`src/simt_defs.svh`:
```
// SIMT slice parameters
`ifndef SIMT_DEFS_SVH
`define SIMT_DEFS_SVH

// lanes per warp, one register bank each
`define SIMT_NUM_LANES 4

`define SIMT_XLEN 32

// architectural registers per warp
`define SIMT_NUM_REGS 32

`define SIMT_NUM_WARPS 4

// log2 of the register and warp counts
`define SIMT_REG_BITS 5
`define SIMT_WARP_BITS 2

// a bank is addressed by warp and register together
`define SIMT_GPR_ADDR_BITS (`SIMT_WARP_BITS + `SIMT_REG_BITS)

`endif
```
`src/simt_pkg.sv`:
```
// SIMT slice types
`include "simt_defs.svh"

package simt_pkg;

    // codes 8 to 15 are reserved and produce no writeback
    typedef enum logic [3:0] {
        ADD  = 4'd0,
        SUB  = 4'd1,
        AND  = 4'd2,
        XOR  = 4'd3,
        SLT  = 4'd4,
        MAD  = 4'd5,
        ADDI = 4'd6,
        MOVI = 4'd7
    } opcode_t;

    typedef struct packed {
        opcode_t                   op;
        logic [`SIMT_REG_BITS-1:0] rd;
        logic [`SIMT_REG_BITS-1:0] rs1;
        logic [`SIMT_REG_BITS-1:0] rs2;
        logic [`SIMT_REG_BITS-1:0] rs3;
        logic [7:0]                unused;
    } instr_r_t;

    typedef struct packed {
        opcode_t                   op;
        logic [`SIMT_REG_BITS-1:0] rd;
        logic [`SIMT_REG_BITS-1:0] rs1;
        logic [17:0]               imm;
    } instr_i_t;

    // the same word seen in register form or immediate form
    typedef union packed {
        instr_r_t r;
        instr_i_t i;
    } instr_t;

    typedef struct packed {
        logic [`SIMT_WARP_BITS-1:0] warp;
        logic [`SIMT_NUM_LANES-1:0] tmask;
        opcode_t                    op;
        logic [`SIMT_REG_BITS-1:0]  rd;
        logic [`SIMT_REG_BITS-1:0]  rs1;
        logic [`SIMT_REG_BITS-1:0]  rs2;
        logic [`SIMT_REG_BITS-1:0]  rs3;
        logic                       use_imm;
        logic [`SIMT_XLEN-1:0]      imm;
        logic                       wb;
    } uop_t;

    typedef logic [`SIMT_NUM_LANES-1:0][`SIMT_XLEN-1:0] lane_data_t;

endpackage

```
`src/simt_if.sv`:
```
// SIMT stage interfaces
`timescale 1ns/1ns
`include "simt_defs.svh"


// after the ALU only rs1_data is meaningful and holds the result
interface exec_if;
    import simt_pkg::*;

    logic       valid;
    logic       ready;
    uop_t       uop;
    lane_data_t rs1_data;
    lane_data_t rs2_data;
    lane_data_t rs3_data;

    modport src (output valid, output uop, output rs1_data, output rs2_data,
                 output rs3_data, input ready);
    modport dst (input valid, input uop, input rs1_data, input rs2_data,
                 input rs3_data, output ready);
endinterface

interface wb_if;
    import simt_pkg::*;

    logic                       valid;
    logic [`SIMT_WARP_BITS-1:0] warp;
    logic [`SIMT_REG_BITS-1:0]  rd;
    logic [`SIMT_NUM_LANES-1:0] tmask;
    lane_data_t                 data;

    modport src (output valid, output warp, output rd, output tmask, output data);
    modport bank_dst (input valid, input warp, input rd, input tmask, input data);
    modport sb_dst (input valid, input warp, input rd);
endinterface

```
`src/simt_result.sv`:
```
// SIMT result and writeback
`timescale 1ns/1ns
`include "simt_defs.svh"

module simt_result (
    input  logic                       clk,
    input  logic                       reset,
    exec_if.dst                        exec_in,
    wb_if.src                          wb,
    output logic                       res_valid,
    input  logic                       res_ready,
    output logic [`SIMT_WARP_BITS-1:0] res_warp,
    output logic [`SIMT_REG_BITS-1:0]  res_rd,
    output logic [`SIMT_NUM_LANES-1:0] res_tmask,
    output logic                       res_wb,
    output simt_pkg::lane_data_t       res_data
);
    import simt_pkg::*;

    uop_t res_uop;
    logic accept;

    assign exec_in.ready = !res_valid || res_ready;

    always_ff @(posedge clk) begin
        if (reset) begin
            res_valid <= 1'b0;
        end else if (exec_in.ready) begin
            res_valid <= exec_in.valid;
        end
    end

    always_ff @(posedge clk) begin
        if (exec_in.valid && exec_in.ready) begin
            res_uop <= exec_in.uop;
            res_data <= exec_in.rs1_data;
        end
    end

    assign res_warp = res_uop.warp;
    assign res_rd = res_uop.rd;
    assign res_tmask = res_uop.tmask;
    assign res_wb = res_uop.wb;

    // registers and scoreboard update on the edge the result is taken
    assign accept = res_valid && res_ready;
    assign wb.valid = accept && res_uop.wb;
    assign wb.warp = res_uop.warp;
    assign wb.rd = res_uop.rd;
    assign wb.tmask = res_uop.tmask;
    assign wb.data = res_data;

    a_res_stable: assert property (@(posedge clk) disable iff (reset)
        res_valid && !res_ready |=> res_valid && $stable(res_data));

endmodule

```
`src/flat_wrapper.sv`:
```
// flat-port wrapper written by rule: the top's interface ports become plain ports
module simt_result_flat import simt_pkg::*;
  (clk, reset, res_valid, res_ready, res_warp, res_rd, res_tmask, res_wb, res_data, exec_in_valid, exec_in_uop, exec_in_rs1_data, exec_in_rs2_data, exec_in_rs3_data, exec_in_ready, wb_valid, wb_warp, wb_rd, wb_tmask, wb_data);
  exec_if exec_in_i ();
  wb_if wb_i ();
  input  logic clk;
  input  logic reset;
  output logic res_valid;
  input  logic res_ready;
  output logic [`SIMT_WARP_BITS-1:0] res_warp;
  output logic [`SIMT_REG_BITS-1:0] res_rd;
  output logic [`SIMT_NUM_LANES-1:0] res_tmask;
  output logic res_wb;
  output simt_pkg::lane_data_t res_data;
  input wire logic [$bits(exec_in_i.valid)-1:0] exec_in_valid;
  input wire logic [$bits(exec_in_i.uop)-1:0] exec_in_uop;
  input wire logic [$bits(exec_in_i.rs1_data)-1:0] exec_in_rs1_data;
  input wire logic [$bits(exec_in_i.rs2_data)-1:0] exec_in_rs2_data;
  input wire logic [$bits(exec_in_i.rs3_data)-1:0] exec_in_rs3_data;
  output wire logic [$bits(exec_in_i.ready)-1:0] exec_in_ready;
  output wire logic [$bits(wb_i.valid)-1:0] wb_valid;
  output wire logic [$bits(wb_i.warp)-1:0] wb_warp;
  output wire logic [$bits(wb_i.rd)-1:0] wb_rd;
  output wire logic [$bits(wb_i.tmask)-1:0] wb_tmask;
  output wire logic [$bits(wb_i.data)-1:0] wb_data;
  assign exec_in_i.valid = exec_in_valid;
  assign exec_in_i.uop = exec_in_uop;
  assign exec_in_i.rs1_data = exec_in_rs1_data;
  assign exec_in_i.rs2_data = exec_in_rs2_data;
  assign exec_in_i.rs3_data = exec_in_rs3_data;
  assign exec_in_ready = exec_in_i.ready;
  assign wb_valid = wb_i.valid;
  assign wb_warp = wb_i.warp;
  assign wb_rd = wb_i.rd;
  assign wb_tmask = wb_i.tmask;
  assign wb_data = wb_i.data;
  simt_result u_core (.clk(clk), .reset(reset), .exec_in(exec_in_i), .wb(wb_i), .res_valid(res_valid), .res_ready(res_ready), .res_warp(res_warp), .res_rd(res_rd), .res_tmask(res_tmask), .res_wb(res_wb), .res_data(res_data));
endmodule
```
`config.mk`:
```
export PLATFORM = sky130hd
export DESIGN_NAME = simt_result_flat
export DESIGN_NICKNAME = d
export VERILOG_FILES = /design/src/simt_pkg.sv /design/src/simt_if.sv /design/src/simt_result.sv /design/src/flat_wrapper.sv
export VERILOG_INCLUDE_DIRS = /design/src /design/src/src
export SDC_FILE = /design/constraint.sdc
export NUM_CORES = 1
export LEC_CHECK = 0
export BUFFER_PORTS_ARGS = -buffer_cell sky130_fd_sc_hd__buf_2
export CORE_AREA = 2 2 286 288
export DETAILED_ROUTE_END_ITERATION = 7
export DIE_AREA = 0 0 288 290
export PLACE_DENSITY_LB_ADDON = 0.3
export SLEW_MARGIN = 5
export SYNTH_ARGS = -nofsm -noshare
export SYNTH_HDL_FRONTEND = slang
export SYNTH_SLANG_ARGS = --single-unit
```
`constraint.sdc`:
```
create_clock -name clk -period 2.7 [get_ports clk]
set_clock_uncertainty 0.05 [all_clocks]
set_input_delay 0.135 -clock clk [delete_from_list [all_inputs] [get_ports clk]]
set_output_delay 0.135 -clock clk [all_outputs]
set_load 0.005 [all_outputs]
```
==> impl_summary.md <==
Clock tree
The number of setup buffers added after CTS is 0. The cell sitting at the root of the clock tree is a clkbuf_16. The clock transition at the registers of the reported paths is 70 ps. At the later pin of the worst-skew pair, clock insertion delay measures 470 ps.

The number of hold-repair buffers added at the cts stage is 142. The number of sinks driven by the clock tree is 141. The longest clock path from root to sink contains 2 buffers.

TritonCTS built the clock tree. The post-cts repair resize count is 0. The number of buffers added by the clock tree synthesis step is 17.

The H-tree was split into 4 levels.

Synth
The adder and majority cell fraction of the synthesized area is 0. By area the synthesized netlist is led by edfxtp_1 (79%), buf_4 (20%), dfxtp_1 (0.38%). Of the total synthesized cell area, the portion taken by XOR and XNOR cells is 0. The Yosys warning count is 0. Of the total synthesized cell area, the portion taken by AND, OR, NAND and NOR gates is 0.00566.

The register bit count reported by yosys is 141. Of the synthesized area, sequential elements account for 0.795. Of the post-synthesis cell area, the dominant cell type holds 0.792. Dividing the synthesized area by the synthesized cell count gives 18.6 um2.

The netlist area before placement is 0.00531 mm2. The number of nets in the synthesized netlist is 737. The synthesized-area fraction occupied by ao, oa, aoi and oai cells is 0.00165. The synthesized netlist cell count is 285. In this run, distinct cell masters in the synthesized netlist total 8. The main combinational cell family by area after synthesis is buffers and inverters. The largest area contributor in the netlist is edfxtp_1. The multiplexer area fraction after synthesis is 0.

Global route
The number of antenna violations at the first check in global routing is 6. The total congestion overflow is 0. The global-route wire length before repair is 28,700 um. The via count of the first global-routing pass is 4,066.

The pin count of the biggest net entering global routing is 56. The all-layer global routing usage is 0.0522.

Route
The number of remaining DRC errors is 0. The number of nets with antenna violations after routing is 0. The wire length per cell is 12.0 um. The number of vias in the routed layout is 3,962. The number of design-rule violations left by the first detailed-router iteration is 88. The via density per instance is 2.19.

For this block, the routed nets add up to 21,700 um of wire. The total iterations of the first detailed-routing run is 4.

STA
The final number of hold-violating endpoints is 0. At the pin with the least slew margin, the transition time is 403 ps. The final critical-path share of the clock period is 0.614.

Setup violations remaining at the end of the flow were counted as 0. The worst-case headroom to the max-slew limit is 0.731. Derived from the worst setup path, the maximum achievable clock frequency is 603 MHz. The final critical delay including setup and external delays is 1660 ps. The final count of pins violating max slew is 0. After routing, the total negative slack on setup checks comes to 0 ps. Setup repair after global routing left no endpoint under its margin.

Critical path
STA classifies the critical path startpoint as a register. For the worst setup path, the data required time is 2780 ps. The arrival time at the worst endpoint is 1740 ps. The critical setup path kind is register to register. In this run the worst path has a maximum fanout of 55. The kind of capture point of the worst setup path is a register.

Final layout
The area taken by flip-flops and latches is 0.00422 mm2. In the final layout, the multi-input gates occupy 38.8 um2. Of the cells placed in the final design, the portion with a size suffix greater than 1 is 0.617. The post-layout instance area is 0.00979 mm2. The layout net count is 1,189.

The number of fillers in the final layout is 9,118. The area growth from synthesis to layout is 84.3%. Excluding fillers, the count of instances in the completed layout stands at 1,810.

Floorplanning
Row generation in the floorplan step produced 104 rows. Pin placement for this block handled 734 I/O pins. The core area is 0.0802 mm2.

The floorplan step set the die width to 288 um. For this configuration, the core starts out at a cell density of 0.0662. The die boundary height is 290 um.

The die outline area is 0.0835 mm2.

Power and ir drop
The worst-case vdd ir drop is 407 uV. Power spread over the standard cell area amounts to 586 mW/mm2. Summed over all cells, the static leakage comes to 3.96 nW.

The post-route total power is 5.74 mW.

Placement
The congestion estimate from routability-driven global placement came to 0.706. The placed cell area is 0.00778 mm2. After legalization and detailed placement, the total HPWL measured 16,900 um. During placement, the flow inserted port buffers numbering 425. In this run, placement finished with an instance count of 1,636.

Flow run
The number of violations of the max-capacitance limit is 0.

Run status
The flow ran to the end, and the final reports show no timing, DRC or antenna violations.

Min path
The class of the tightest hold or removal check is input port to register.
==> stage by stage <==
stage          setup slack (ps)  hold slack [ps]    util
2_1_floorplan               782              147       -
3_3_place_gp               1030              252  0.0971
3_5_place_dp                997              249  0.0971
4_1_cts                     971              132   0.122
5_1_grt                     907              167   0.122
6_report                   1040              189   0.122
==> power breakdown <==
group	internal, mW	switching [mW]
sequential	2.57	0.0783
clock	1.44	1.02
combinational	0.369	0.263
==> cells in the final DEF (no fill, tap or decap) <==
cell type / count
a21oi_2: 1
nand2b_4: 1
buf_4: 3
clkinv_4: 2
diode_2: 1
buf_12: 2
clkinv_2: 3
and2_4: 1
clkinvlp_4: 3
inv_1: 1
edfxtp_1: 140
and3_2: 1
clkbuf_1: 3
bufinv_16: 3
buf_2: 425
dlygate4sd3_1: 142
dfxtp_1: 1
clkbuf_16: 17
==> critical path, cell delays in order (launching register included) <==
cell and delay [ps]:
dfxtp_1 350, nand2b_4 100, and2_4 410, buf_12 350
==> cells in the mapped netlist <==
library cell and n:
a21oi_2 1, and2_4 1, and3_2 1, buf_4 139, dfxtp_1 1, edfxtp_1 140, inv_1 1, nand2b_4 1
==> flip-flops by register name (all words and copies together) (netlist names) <==
name,count
u_core.res_valid,1
u_core.res_wb,1
u_core.res_warp,2
u_core.res_rd,5
u_core.res_data,128
u_core.res_tmask,4
==> cells by family after synthesis <==
| family | Yosys count |
|---|---|
| flip-flops | 141 |
| buffers and inverters | 140 |
| AO/OA/AOI/OAI | 1 |
| AND/OR/NAND/NOR | 3 |
==> final cells by class <==
| cell class | instances | area share |
|---|---|---|
| flip-flops and latches | 141 | 0.432 |
| repair buffers | 572 | 0.369 |
| well taps | 1060 | 0.135 |
| clock buffers | 20 | 0.0446 |
| clock inverters | 11 | 0.0148 |
| multi-input cells | 4 | 0.00396 |
| inverters | 1 | 0.000383 |
| diodes | 1 | 0.000256 |
==> final timing paths <==
kind                          from              endpoint  slack [ps]  cells after the start
setup / recovery  u_core.res_valid   u_core.res_data[90]        1040                      3
hold / removal       exec_in_valid  u_core.res_data[106]         190                      2
setup reg to reg  u_core.res_valid   u_core.res_data[90]        1040                      3
hold reg to reg   u_core.res_valid  u_core.res_data[106]         950                      2
==> routing by layer <==
metal | vias up | track usage | part of all wire
li1 | 1779 | - | -
met1 | 1817 | 0.0539 | 0.40
met2 | 329 | 0.0853 | 0.46
met3 | 31 | 0.0282 | 0.12
met4 | 6 | 0.0263 | 0.022
met5 | - | 0 | 0.0019
Power figures use the tool's default switching activity.
