**config.mk**
```make
export PLATFORM = sky130hd
export DESIGN_NAME = simt_decode_flat
export DESIGN_NICKNAME = d
export VERILOG_FILES = /design/src/simt_pkg.sv /design/src/simt_if.sv /design/src/simt_decode.sv /design/src/flat_wrapper.sv
export VERILOG_INCLUDE_DIRS = /design/src /design/src/src
export SDC_FILE = /design/constraint.sdc
export NUM_CORES = 1
export LEC_CHECK = 0
export BUFFER_PORTS_ARGS = -buffer_cell sky130_fd_sc_hd__buf_4
export CAP_MARGIN = 20
export CORE_MARGIN = 5
export CORE_UTILIZATION = 55
export DETAILED_ROUTE_END_ITERATION = 8
export PLACE_DENSITY_LB_ADDON = 0.3
export SKIP_CTS_REPAIR_TIMING = 1
export SLEW_MARGIN = 25
export SYNTH_ARGS = -nofsm -noshare
export SYNTH_HDL_FRONTEND = slang
export SYNTH_SLANG_ARGS = --single-unit
```
**constraint.sdc**
```tcl
create_clock -name clk -period 11.6 [get_ports clk]
set_input_delay 0 -clock clk [delete_from_list [all_inputs] [get_ports clk]]
set_output_delay 0 -clock clk [all_outputs]
set_load 0.01 [all_outputs]
```
**src/simt_defs.svh**
```systemverilog
// SIMT slice parameters
`ifndef SIMT_DEFS_SVH
`define SIMT_DEFS_SVH

// lanes per warp, one register bank each
`define SIMT_NUM_LANES 4

`define SIMT_XLEN 32

// architectural registers per warp
`define SIMT_NUM_REGS 32

`define SIMT_NUM_WARPS 4

// log2 of the register and warp counts
`define SIMT_REG_BITS 5
`define SIMT_WARP_BITS 2

// a bank is addressed by warp and register together
`define SIMT_GPR_ADDR_BITS (`SIMT_WARP_BITS + `SIMT_REG_BITS)

`endif
```
**src/simt_pkg.sv**
```systemverilog
// SIMT slice types
`include "simt_defs.svh"

package simt_pkg;

    // codes 8 to 15 are reserved and produce no writeback
    typedef enum logic [3:0] {
        ADD  = 4'd0,
        SUB  = 4'd1,
        AND  = 4'd2,
        XOR  = 4'd3,
        SLT  = 4'd4,
        MAD  = 4'd5,
        ADDI = 4'd6,
        MOVI = 4'd7
    } opcode_t;

    typedef struct packed {
        opcode_t                   op;
        logic [`SIMT_REG_BITS-1:0] rd;
        logic [`SIMT_REG_BITS-1:0] rs1;
        logic [`SIMT_REG_BITS-1:0] rs2;
        logic [`SIMT_REG_BITS-1:0] rs3;
        logic [7:0]                unused;
    } instr_r_t;

    typedef struct packed {
        opcode_t                   op;
        logic [`SIMT_REG_BITS-1:0] rd;
        logic [`SIMT_REG_BITS-1:0] rs1;
        logic [17:0]               imm;
    } instr_i_t;

    // the same word seen in register form or immediate form
    typedef union packed {
        instr_r_t r;
        instr_i_t i;
    } instr_t;

    typedef struct packed {
        logic [`SIMT_WARP_BITS-1:0] warp;
        logic [`SIMT_NUM_LANES-1:0] tmask;
        opcode_t                    op;
        logic [`SIMT_REG_BITS-1:0]  rd;
        logic [`SIMT_REG_BITS-1:0]  rs1;
        logic [`SIMT_REG_BITS-1:0]  rs2;
        logic [`SIMT_REG_BITS-1:0]  rs3;
        logic                       use_imm;
        logic [`SIMT_XLEN-1:0]      imm;
        logic                       wb;
    } uop_t;

    typedef logic [`SIMT_NUM_LANES-1:0][`SIMT_XLEN-1:0] lane_data_t;

endpackage

```
**src/simt_if.sv**
```systemverilog
// SIMT stage interfaces
`timescale 1ns/1ns
`include "simt_defs.svh"

interface uop_if;
    import simt_pkg::*;

    logic valid;
    logic ready;
    uop_t uop;

    modport src (output valid, output uop, input ready);
    modport dst (input valid, input uop, output ready);
endinterface


interface wb_if;
    import simt_pkg::*;

    logic                       valid;
    logic [`SIMT_WARP_BITS-1:0] warp;
    logic [`SIMT_REG_BITS-1:0]  rd;
    logic [`SIMT_NUM_LANES-1:0] tmask;
    lane_data_t                 data;

    modport src (output valid, output warp, output rd, output tmask, output data);
    modport bank_dst (input valid, input warp, input rd, input tmask, input data);
    modport sb_dst (input valid, input warp, input rd);
endinterface

```
**src/simt_decode.sv**
```systemverilog
// SIMT instruction decode
`timescale 1ns/1ns
`include "simt_defs.svh"

module simt_decode (
    input  logic                       clk,
    input  logic                       reset,
    input  logic                       in_valid,
    output logic                       in_ready,
    input  logic [`SIMT_WARP_BITS-1:0] in_warp,
    input  logic [`SIMT_NUM_LANES-1:0] in_tmask,
    input  simt_pkg::instr_t           in_instr,
    uop_if.src                         issue,
    wb_if.sb_dst                       wb
);
    import simt_pkg::*;

    uop_t dec_uop;
    uop_t out_uop;
    logic out_valid;
    logic hazard;
    logic fire;
    logic [`SIMT_NUM_WARPS-1:0][`SIMT_NUM_REGS-1:0] pending;

    always_comb begin
        dec_uop = '0;
        dec_uop.warp = in_warp;
        dec_uop.tmask = in_tmask;
        dec_uop.op = in_instr.r.op;
        dec_uop.rd = in_instr.r.rd;
        case (in_instr.r.op)
            ADD, SUB, AND, XOR, SLT: begin
                dec_uop.rs1 = in_instr.r.rs1;
                dec_uop.rs2 = in_instr.r.rs2;
                dec_uop.wb = 1'b1;
            end
            MAD: begin
                dec_uop.rs1 = in_instr.r.rs1;
                dec_uop.rs2 = in_instr.r.rs2;
                dec_uop.rs3 = in_instr.r.rs3;
                dec_uop.wb = 1'b1;
            end
            ADDI, MOVI: begin
                if (in_instr.i.op == ADDI) begin
                    dec_uop.rs1 = in_instr.i.rs1;
                end
                dec_uop.use_imm = 1'b1;
                dec_uop.imm = `SIMT_XLEN'(signed'(in_instr.i.imm));
                dec_uop.wb = 1'b1;
            end
            default: begin
                dec_uop.wb = 1'b0;
            end
        endcase
        // register 0 is never written
        if (dec_uop.rd == '0) begin
            dec_uop.wb = 1'b0;
        end
    end

    // unused sources were zeroed, and register 0 is never marked pending
    assign hazard = pending[out_uop.warp][out_uop.rs1] | pending[out_uop.warp][out_uop.rs2]
                  | pending[out_uop.warp][out_uop.rs3] | pending[out_uop.warp][out_uop.rd];

    assign issue.valid = out_valid && !hazard;
    assign issue.uop = out_uop;
    assign fire = issue.valid && issue.ready;
    assign in_ready = !out_valid || fire;

    always_ff @(posedge clk) begin
        if (reset) begin
            out_valid <= 1'b0;
            pending <= '0;
        end else begin
            if (in_valid && in_ready) begin
                out_valid <= 1'b1;
            end else if (fire) begin
                out_valid <= 1'b0;
            end
            if (wb.valid) begin
                pending[wb.warp][wb.rd] <= 1'b0;
            end
            if (fire && out_uop.wb) begin
                pending[out_uop.warp][out_uop.rd] <= 1'b1;
            end
        end
    end

    always_ff @(posedge clk) begin
        if (in_valid && in_ready) begin
            out_uop <= dec_uop;
        end
    end

    // a writeback only ever releases a register marked pending here
    a_release_pending: assert property (@(posedge clk) disable iff (reset)
        wb.valid |-> pending[wb.warp][wb.rd]);

endmodule

```
**src/flat_wrapper.sv**
```systemverilog
// flat-port wrapper written by rule: the top's interface ports become plain ports
module simt_decode_flat import simt_pkg::*;
  (clk, reset, in_valid, in_ready, in_warp, in_tmask, in_instr, issue_valid, issue_uop, issue_ready, wb_valid, wb_warp, wb_rd);
  uop_if issue_i ();
  wb_if wb_i ();
  input  logic clk;
  input  logic reset;
  input  logic in_valid;
  output logic in_ready;
  input  logic [`SIMT_WARP_BITS-1:0] in_warp;
  input  logic [`SIMT_NUM_LANES-1:0] in_tmask;
  input  simt_pkg::instr_t in_instr;
  output wire logic [$bits(issue_i.valid)-1:0] issue_valid;
  output wire logic [$bits(issue_i.uop)-1:0] issue_uop;
  input wire logic [$bits(issue_i.ready)-1:0] issue_ready;
  input wire logic [$bits(wb_i.valid)-1:0] wb_valid;
  input wire logic [$bits(wb_i.warp)-1:0] wb_warp;
  input wire logic [$bits(wb_i.rd)-1:0] wb_rd;
  assign issue_valid = issue_i.valid;
  assign issue_uop = issue_i.uop;
  assign issue_i.ready = issue_ready;
  assign wb_i.valid = wb_valid;
  assign wb_i.warp = wb_warp;
  assign wb_i.rd = wb_rd;
  simt_decode u_core (.clk(clk), .reset(reset), .in_valid(in_valid), .in_ready(in_ready), .in_warp(in_warp), .in_tmask(in_tmask), .in_instr(in_instr), .issue(issue_i), .wb(wb_i));
endmodule
```
==> run metrics, run 1 <==
Power Internal=1.02 mW; end of the worst register-to-register path=u_core.pending[48]; Hold Path Depth=5; min cycle time layout=4.85 ns; cell types with the largest area share after synthesis=dfxtp_1 (24%), mux4_2 (17%), edfxtp_1 (14%); die outline width=150 um; overall routed net length=36.9 mm; number of hold-slack violations in the final timing report=0; run status=completed; final-layout setup total negative slack=0 ns; number of violations of the max-capacitance limit=0; number of fill cells in the layout=1,552; fmax=0.206 GHz; origin of the worst min-delay path=wb_rd[3]; Synthesized Nets=1,160; peak ir drop on the vdd network=0.100 mV; wire length of the first global-routing pass=54.9 mm; CP arrival=5.17 ns; number of register bits inferred by synthesis=179; utilization after layout=65.2%; clock tree from TritonCTS=done; Slowest-stage cell, CP=nand3_2; clock insertion delay at the later pin of the skew report=0.45 ns; share of synthesized registers carrying an async set or reset=0%; startpoint class of the critical path=flop; source of the worst register-to-register timing path=u_core.issue.uop[63]; standard cell core area=19,400 um2; Max transition margin=29.1%; global-route track usage on met1=43.0%; final clock period utilization by the worst path=41.8%; top-count cell post-synth=o21ai_0; unrepaired setup endpoints after global routing=false; most frequently used flop master after synthesis=dfxtp_1; number of levels the H-tree was split into=4; Clock Sink Count=179; number of synthesized flops with an enable pin=50; vias in the first global route=9,437; Final Setup Violations=0; Synth Area per Inst=9.70 um2; buffering stage count on the worst path with inverters included=1; worst reg2reg setup slack=6.75 ns; gate family responsible for the most delay along the worst path=simple AND/OR/NAND/NOR gates; vias per inst=6.80; violation count after the first detailed-route iteration=1,479; sum of overflow across all layers after global routing=0; terminating pin of the worst hold path=u_core.pending[100]; Boundary Pins=116; most frequent cells after synthesis=o21ai_0 (254), nor2b_1 (140), dfxtp_1 (129); Critical Path Max Stage Delay=0.85 ns; full die area=22,500 um2; layout cells sized above 1=22.6%; worst-case reg-to-reg path depth=9; worst clock skew=0.0219 ns; post-detailed-route wirelength per cell=25.0 um; quantity of I/O buffers inserted on ports=115; maximum number of pins on one net before global-route repair=73; GRT met3 Usage=8.42%; global-route usage over all layers=31.9%; clock slew at reported path FFs=0.08 ns; root buffer cell=clkbuf_16; largest buffer count on any clock path=2; starting density of the core=55.5%; Hold/Removal Path Class=input port to flop; GR peak layer=met2; DP HPWL=22.9 mm; number of antenna violations at the first check in global routing=0; number of vias in the routed layout=10,000; clock network fraction of total power=41.0%; share of total power in combinational logic=12.4%; classification of the worst setup path=flop to flop; Sequential Power Share=46.6%; cell chain of the critical path=buf_4 -> mux4_2 -> mux2_2 -> a221oi_1 -> a2111oi_0 -> or4_1 -> nor4_4 -> nand3_2 -> o21ai_0; net switching share of the total power=29.2%; sequential element share of the synthesized area=37.9%; number of nets at the end of the flow=1,249; Power per Cell Area=114 nW/um2; instance count of the mapped netlist=1,110; global-route met2 utilization=47.1%; total leakage power=4.44 nW; required time of the critical path=11.92 ns; Die Height=150 um; setup ws final=6.75 ns; Cell variety after synth=61; worst slew pin tran=1.06 ns; final-report max-slew violation count=0; clock buffers created by TritonCTS=17; largest fanout on the critical path=54; 1st-pass router iterations=8; post-synthesis instance area=10,800 um2; Synth area leader=dfxtp_1; area of combinational cells with multiple inputs=6200 um2; Synthesis Warnings=0; weighted congestion at the end of routability-driven global placement=1.03; critical path endpoint category=flop; ANT cells=0; Area growth, synth to finish=17.5%; number of nets still failing antenna checks after routing=0; DRC=0; area fraction of the dominant cell type after synthesis=24.0%; net switching power=0.422 mW; worst setup timing slack at the placement stage=6.88 ns; Sequential Area=4080 um2; site row count=51
==> cell usage in the layout, fill, tap and decap left out, types with 5 or more instances in the layout <==
cell | synthesis | final
inv_1 | 8 | 8
nand3_1 | 14 | 11
nor3_1 | 16 | 14
or3b_2 | 5 | 5
mux4_2 | 82 | 82
inv_8 | 0 | 8
clkbuf_16 | 0 | 17
mux2i_1 | 23 | 23
a22oi_1 | 5 | 5
o22ai_1 | 10 | 10
nor3b_1 | 10 | 8
nor2_1 | 15 | 15
and2_1 | 38 | 37
nor4_1 | 7 | 7
and3b_1 | 6 | 6
nand2b_1 | 7 | 7
nand4_1 | 5 | 5
o32ai_1 | 7 | 7
dlygate4sd3_1 | 0 | 40
a21oi_1 | 6 | 6
nor2b_1 | 140 | 139
edfxtp_1 | 50 | 50
nand3b_1 | 9 | 9
buf_4 | 20 | 132
o21ai_0 | 254 | 254
nand2_1 | 92 | 92
dfxtp_1 | 129 | 129
mux2_2 | 10 | 10
==> how the worst max path moves through the flow <==
stage / startpoint / endpoint / slack [ns] / depth (start not counted)
after global placement: u_core.issue.uop[63] / u_core.issue.uop[55] / 6.71 / 9
after global routing: u_core.issue.uop[63] / u_core.pending[50] / 6.42 / 9
after floorplan: u_core.issue.uop[63] / u_core.issue.uop[0] / 6.93 / 11
after detailed placement: u_core.issue.uop[63] / u_core.pending[55] / 6.88 / 9
after CTS: u_core.issue.uop[63] / u_core.pending[111] / 6.86 / 9
final: u_core.issue.uop[63] / u_core.pending[48] / 6.75 / 9
==> power groups by stage <==
stage          registers (mW)  logic [mW]  clock network (mW)
2_1_floorplan           0.681      0.0972                   0
3_3_place_gp            0.686       0.158                   0
3_5_place_dp            0.686       0.160                   0
4_1_cts                 0.672       0.161               0.597
5_1_grt                 0.673       0.188               0.625
6_report                0.673       0.178               0.592
==> cell type report <==
cell class,count,share of cell area [%]
repair buffers,173,11.1
flip-flops and latches,179,32.3
multi-input cells,820,49.1
well taps,265,2.62
inverters,8,0.237
clock buffers,17,3.36
clock inverters,15,1.32
==> flip-flops by register name, indices dropped and copies added, names as in the netlist <==
name	flops
u_core.pending	128
u_core.out_valid	1
u_core.issue.uop	50
==> cells by family (layout without fill, tap and decap cells) <==
family	count (synthesis)	count (layout)	synth area share, %
muxes	115	115	20.3
and+or+nand+nor	380	380	20.1
DFF	179	179	37.9
AOI/OAI and AO/OA	325	325	16.8
buffers and inverters	111	213	4.81
==> routing by layer <==
layer  up-vias  part of all wire, %  routed length (um)
met4         0                  5.7                2110
met5         -                    0                   0
li1       4292                    -                   -
met2       770                   45               16400
met3       155                   12                4390
met1      4822                   38               13900
==> metrics by stage <==
step           instances  hold WS (ns)  area, um2  total power, mW
2_1_floorplan       1110        0.0989      10800            0.778
3_3_place_gp        1404         0.179      11600            0.844
3_5_place_dp        1404         0.180      11600            0.846
4_1_cts             1436        -0.283      12200             1.43
5_1_grt             1477         0.119      12600             1.49
6_report            1477         0.117      12600             1.44
==> tightest hold or removal path: stages <==
cell and delay, ns:
buf_4 0.13, nor3b_1 0.12, nand2_1 0.14, o21ai_0 0.08, o21ai_0 0.06
(Power assumes the default switching activity.)
==> run 2: changes to the inputs <==
==> constraint.sdc (replaced) <==
create_clock -name clk -period 4.5 [get_ports clk]
set_input_delay 0 -clock clk [delete_from_list [all_inputs] [get_ports clk]]
set_output_delay 0 -clock clk [all_outputs]
set_load 0.01 [all_outputs]
==> run metrics, run 2 (synthesized netlist as in run 1, its figures left out) <==
Hold/Removal Path Class=input port to flop; gate family responsible for the most delay along the worst path=simple AND/OR/NAND/NOR gates; buffering stage count on the worst path with inverters included=1 (unchanged); vias in the first global route=9,574 (+1.5%); total placed cells including tap cells=1,422 (+1.3%); Max transition margin=24.3% (-4.9 points); min cycle time layout=4.01 ns (-0.838 ns); Boundary Pins=116 (unchanged); layout cells sized above 1=23.4% (+0.75 points); overall routed net length=38.3 mm (+3.9%); Critical Path Max Stage Delay=0.72 ns (-0.13 ns); sum of overflow across all layers after global routing=0 (unchanged); most common library cell in the layout ignoring fill and taps=o21ai_0; vias per inst=6.70 (-1.4%); die outline width=150 um (unchanged); cell chain of the critical path=mux4_2 -> mux2_2 -> a221oi_1 -> a2111oi_0 -> or4_1 -> nor4_4 -> a21bo_2 -> and2_2 -> buf_12; site row count=51 (unchanged); largest buffer count on any clock path=2 (unchanged); Clock Sink Count=179 (unchanged); Power Internal=2.67 mW (+160%); number of hold-slack violations in the final timing report=0 (unchanged); critical path endpoint category=flop; peak ir drop on the vdd network=0.239 mV (+140%); clock buffers created by TritonCTS=17 (unchanged); wire length of the first global-routing pass=56.6 mm (+3.0%); full die area=22,500 um2 (unchanged); unrepaired setup endpoints after global routing=false; startpoint class of the critical path=flop; Sequential Power Share=45.7% (-0.9 points); clock insertion delay at the later pin of the skew report=0.45 ns (about the same); net switching power=1.13 mW (+170%); number of flip-flops in the largest register=128 (unchanged); number of antenna violations at the first check in global routing=1 (+1); run status=completed; Die Height=150 um (unchanged); total leakage power=4.55 nW (+2.4%); Area growth, synth to finish=19.3%; clock network fraction of total power=41.6% (+0.6 points); DRC=0 (unchanged); worst hold-check slack=0.134 ns (+0.0173 ns); worst clock skew=0.0209 ns (-0.00101 ns); 1st-pass router iterations=5 (-3); net switching share of the total power=29.8% (+0.54 points); number of vias in the routed layout=10,000 (-0.22%); standard cell core area=19,400 um2 (unchanged); Final Setup Violations=0 (unchanged); weighted congestion at the end of routability-driven global placement=1.04 (+1.2%); number of nets at the end of the flow=1,266 (+1.4%); number of violations of the max-capacitance limit=0 (unchanged); CP arrival=4.14 ns (-1.03 ns); number of levels the H-tree was split into=4 (unchanged); violation count after the first detailed-route iteration=1,300 (-12%); Power per Cell Area=295 nW/um2 (+160%); DP HPWL=25.3 mm (+10%); register with the highest flop count=u_core.pending; post-route insts no fill=1,495 (+1.2%); worst slew pin tran=1.13 ns (+0.0712 ns); required time of the critical path=4.63 ns (-7.29 ns); fmax=0.249 GHz (+21%); classification of the worst setup path=flop to flop; Slowest-stage cell, CP=edfxtp_1; final clock period utilization by the worst path=89.2% (+47 points); clock tree from TritonCTS=done; maximum number of pins on one net before global-route repair=74 (+1.4%); share of total power in combinational logic=12.6% (+0.2 points); most frequent cells in the layout=o21ai_0 (254), buf_4 (146), nor2b_1 (140); root buffer cell=clkbuf_16; final-layout setup total negative slack=0 ns (unchanged); global-route usage over all layers=32.9% (+1.0 points); starting density of the core=55.5% (unchanged); quantity of I/O buffers inserted on ports=115 (unchanged); clock slew at reported path FFs=0.09 ns (about the same); final-report max-slew violation count=0 (unchanged); number of nets still failing antenna checks after routing=0 (unchanged); post-detailed-route wirelength per cell=25.6 um (+2.6%); largest fanout on the critical path=50 (-7.4%)
-- run 2: changes by cell type in the layout (fill, tap and decap cells not counted), sizes merged --
cell | before | now
inv | 20 | 17
clkinv | 3 | 6
diode | 0 | 1
buf | 133 | 150
-- run 2: worst paths after layout --
path                              from                    to  slack [ns]  cells past startpoint
setup / recovery  u_core.issue.uop[63]  u_core.issue.uop[51]        0.49                      9
hold / removal                wb_rd[4]    u_core.pending[10]        0.13                      5
setup reg to reg  u_core.issue.uop[63]  u_core.issue.uop[51]        0.49                      9
hold reg to reg     u_core.pending[92]    u_core.pending[92]        0.60                      3
-- run 2: routing by layer --
layer	track usage (%)	part of all wire, %	wire length, um
met1	44.1	37	14400
met2	49.9	46	17600
met3	10.1	13	4960
met4	13.4	3.7	1420
met5	0	0	0
-- run 2: power groups by stage --
stage | sequential, mW | combinational (mW) | clock [mW]
after floorplan | 1.75 | 0.251 | 0
after global placement | 1.77 | 0.434 | 0
after detailed placement | 1.77 | 0.438 | 0
after CTS | 1.73 | 0.439 | 1.58
after global routing | 1.74 | 0.504 | 1.65
final | 1.74 | 0.480 | 1.58
-- run 2: area by class of cell --
class,count,area (um2)
fillers,1503,6550
multi-input cells,820,6190
well taps,265,332
repair buffers,190,1580
diodes,1,2.50
clock buffers,17,425
flip-flops and latches,179,4080
inverters,8,30.0
clock inverters,15,206
-- run 2: metrics by stage --
step           setup WS [ns]  utilization [%]  power [mW]  instance area, um2
5_1_grt                0.320             66.2        3.89               12800
3_3_place_gp           0.546             60.9        2.20               11800
6_report               0.486             66.2        3.80               12800
3_5_place_dp           0.522             60.9        2.21               11800
4_1_cts                0.513             64.2        3.75               12400
2_1_floorplan          0.368                -        2.00               10800
-- run 2: tightest hold or removal path, delay by kind of cell --
kind | cells | cell delay, ns
and+or+nand+nor | 2 | 0.25
buffers and inverters | 1 | 0.14
AOI/OAI and AO/OA | 2 | 0.15
==> run 3: changes to the inputs <==
--- a/config.mk
+++ b/config.mk
@@ -6,11 +6,11 @@
 export SDC_FILE = /design/constraint.sdc
 export NUM_CORES = 1
 export LEC_CHECK = 0
-export BUFFER_PORTS_ARGS = -buffer_cell sky130_fd_sc_hd__buf_4
 export CAP_MARGIN = 20
 export CORE_MARGIN = 5
 export CORE_UTILIZATION = 55
 export DETAILED_ROUTE_END_ITERATION = 8
+export DONT_BUFFER_PORTS = 1
 export PLACE_DENSITY_LB_ADDON = 0.3
 export SKIP_CTS_REPAIR_TIMING = 1
 export SLEW_MARGIN = 25
==> run metrics, run 3 (synthesized netlist as in run 1, its figures left out) <==
run status=completed; peak ir drop on the vdd network=0.256 mV (+7.0%); startpoint class of the critical path=flop; number of flip-flops in the largest register=128 (unchanged); vias per inst=6.97 (+4.1%); site row count=51 (unchanged); worst hold-check slack=0.00463 ns (-0.129 ns); weighted congestion at the end of routability-driven global placement=1.04 (+0.27%); number of hold-slack violations in the final timing report=0 (unchanged); clock buffers created by TritonCTS=17 (unchanged); quantity of I/O buffers inserted on ports=0 (-100%); DRC=0 (unchanged); setup ws final=0.208 ns (-0.278 ns); final-report max-slew violation count=0 (unchanged); required time of the critical path=4.65 ns (+0.02 ns); violation count after the first detailed-route iteration=1,290 (-0.77%); number of antenna violations at the first check in global routing=0 (-1); clock slew at reported path FFs=0.08 ns (about the same); number of violations of the max-capacitance limit=0 (unchanged); Die Height=150 um (unchanged); die outline width=150 um (unchanged); number of levels the H-tree was split into=4 (unchanged); number of vias in the routed layout=9,733 (-2.8%); worst setup timing slack at the placement stage=0.341 ns (-0.181 ns); root buffer cell=clkbuf_16; Max transition margin=19.4% (-4.9 points); most common library cell in the layout ignoring fill and taps=o21ai_0; min cycle time layout=4.29 ns (+0.278 ns); largest buffer count on any clock path=2 (unchanged); vias in the first global route=9,182 (-4.1%); Power per Cell Area=307 nW/um2 (+4.0%); worst slew pin tran=1.20 ns (+0.0745 ns); post-detailed-route wirelength per cell=27.2 um (+6.3%); post-route insts no fill=1,396 (-6.6%); 1st-pass router iterations=7 (+2); register with the highest flop count=u_core.pending; CP arrival=4.44 ns (+0.30 ns); layout cells sized above 1=16.3% (-7.1 points); Hold/Removal Path Class=input port to flop; ANT cells=0 (-1); wire length of the first global-routing pass=56.5 mm (about the same); maximum number of pins on one net before global-route repair=134 (+81%); Boundary Pins=116 (unchanged); full die area=22,500 um2 (unchanged); worst clock skew=0.0172 ns (-0.00365 ns); number of nets at the end of the flow=1,168 (-7.7%); final clock period utilization by the worst path=95.4% (+6.2 points); DP HPWL=25.8 mm (+1.9%); fmax=0.233 GHz (-6.5%); Final Setup Violations=0 (unchanged); unrepaired setup endpoints after global routing=false; sum of overflow across all layers after global routing=0 (unchanged); number of nets still failing antenna checks after routing=0 (unchanged); total leakage power=4.07 nW (-11%); total placed cells including tap cells=1,319 (-7.2%); Clock Sink Count=179 (unchanged); clock insertion delay at the later pin of the skew report=0.46 ns (about the same); utilization after layout=62.5% (-3.8 points); clock tree from TritonCTS=done; largest fanout on the critical path=29 (-42%); final-layout setup total negative slack=0 ns (unchanged); overall routed net length=38.0 mm (-0.75%); classification of the worst setup path=flop to flop; Area growth, synth to finish=12.5%; global-route usage over all layers=33.5% (+0.57 points); standard cell core area=19,400 um2 (unchanged); starting density of the core=55.5% (unchanged); critical path endpoint category=flop; most frequent cells in the layout=o21ai_0 (254), nor2b_1 (140), dfxtp_1 (129)
## run 3: where the power goes
part / switching [mW] / internal [mW] / total (mW)
clock network: 0.802 / 0.774 / 1.58
registers: 0.0587 / 1.69 / 1.75
logic: 0.251 / 0.148 / 0.399
total: 1.11 / 2.61 / 3.72
## run 3: path summary, 6_finish.rpt
| check | startpoint | to | slack, ns | depth (start not counted) |
|---|---|---|---|---|
| worst max-delay path | u_core.issue.uop[63] | u_core.issue.uop[63] | 0.21 | 11 |
| worst min-delay path | wb_rd[3] | u_core.pending[100] | 0.005 | 4 |
| worst max register to register | u_core.issue.uop[63] | u_core.issue.uop[63] | 0.21 | 11 |
| worst min register to register | u_core.pending[30] | u_core.pending[30] | 0.60 | 3 |
## run 3: stage by stage
stage               instance area (um2)  power (mW)
floorplan                         10800        2.00
global placement                  11000        2.11
detailed placement                11000        2.11
CTS                               11600        3.66
global route                      12100        3.82
finish                            12100        3.72
## run 3: area by class of cell
type	count	area [um2]
Fill cell	1595	7280
Multi-Input combinational cell	820	6190
Sequential cell	179	4080
Timing Repair Buffer	92	858
Clock buffer	17	425
Tap cell	265	332
Clock inverter	15	199
Inverter	8	30.0
## run 3: layer usage
layer | wire, um | GRT usage, % | share of wire, % | vias to the layer above
met2 | 17200 | 49.8 | 45 | 690
met5 | 0 | 0 | 0 | -
met1 | 14400 | 45.2 | 38 | 4759
li1 | - | - | - | 4136
met3 | 4350 | 9.99 | 11 | 148
met4 | 2030 | 15.6 | 5.3 | 0
## run 3: critical path: stages (launching register included)
cell,delay [ns]
edfxtp_1,0.71
buf_4,0.36
buf_4,0.25
mux4_2,0.32
nand2_1,0.08
o21ai_0,0.07
a2111oi_0,0.72
nand4_1,0.25
nor4_4,0.41
a21bo_2,0.25
and2_2,0.31
buf_12,0.23
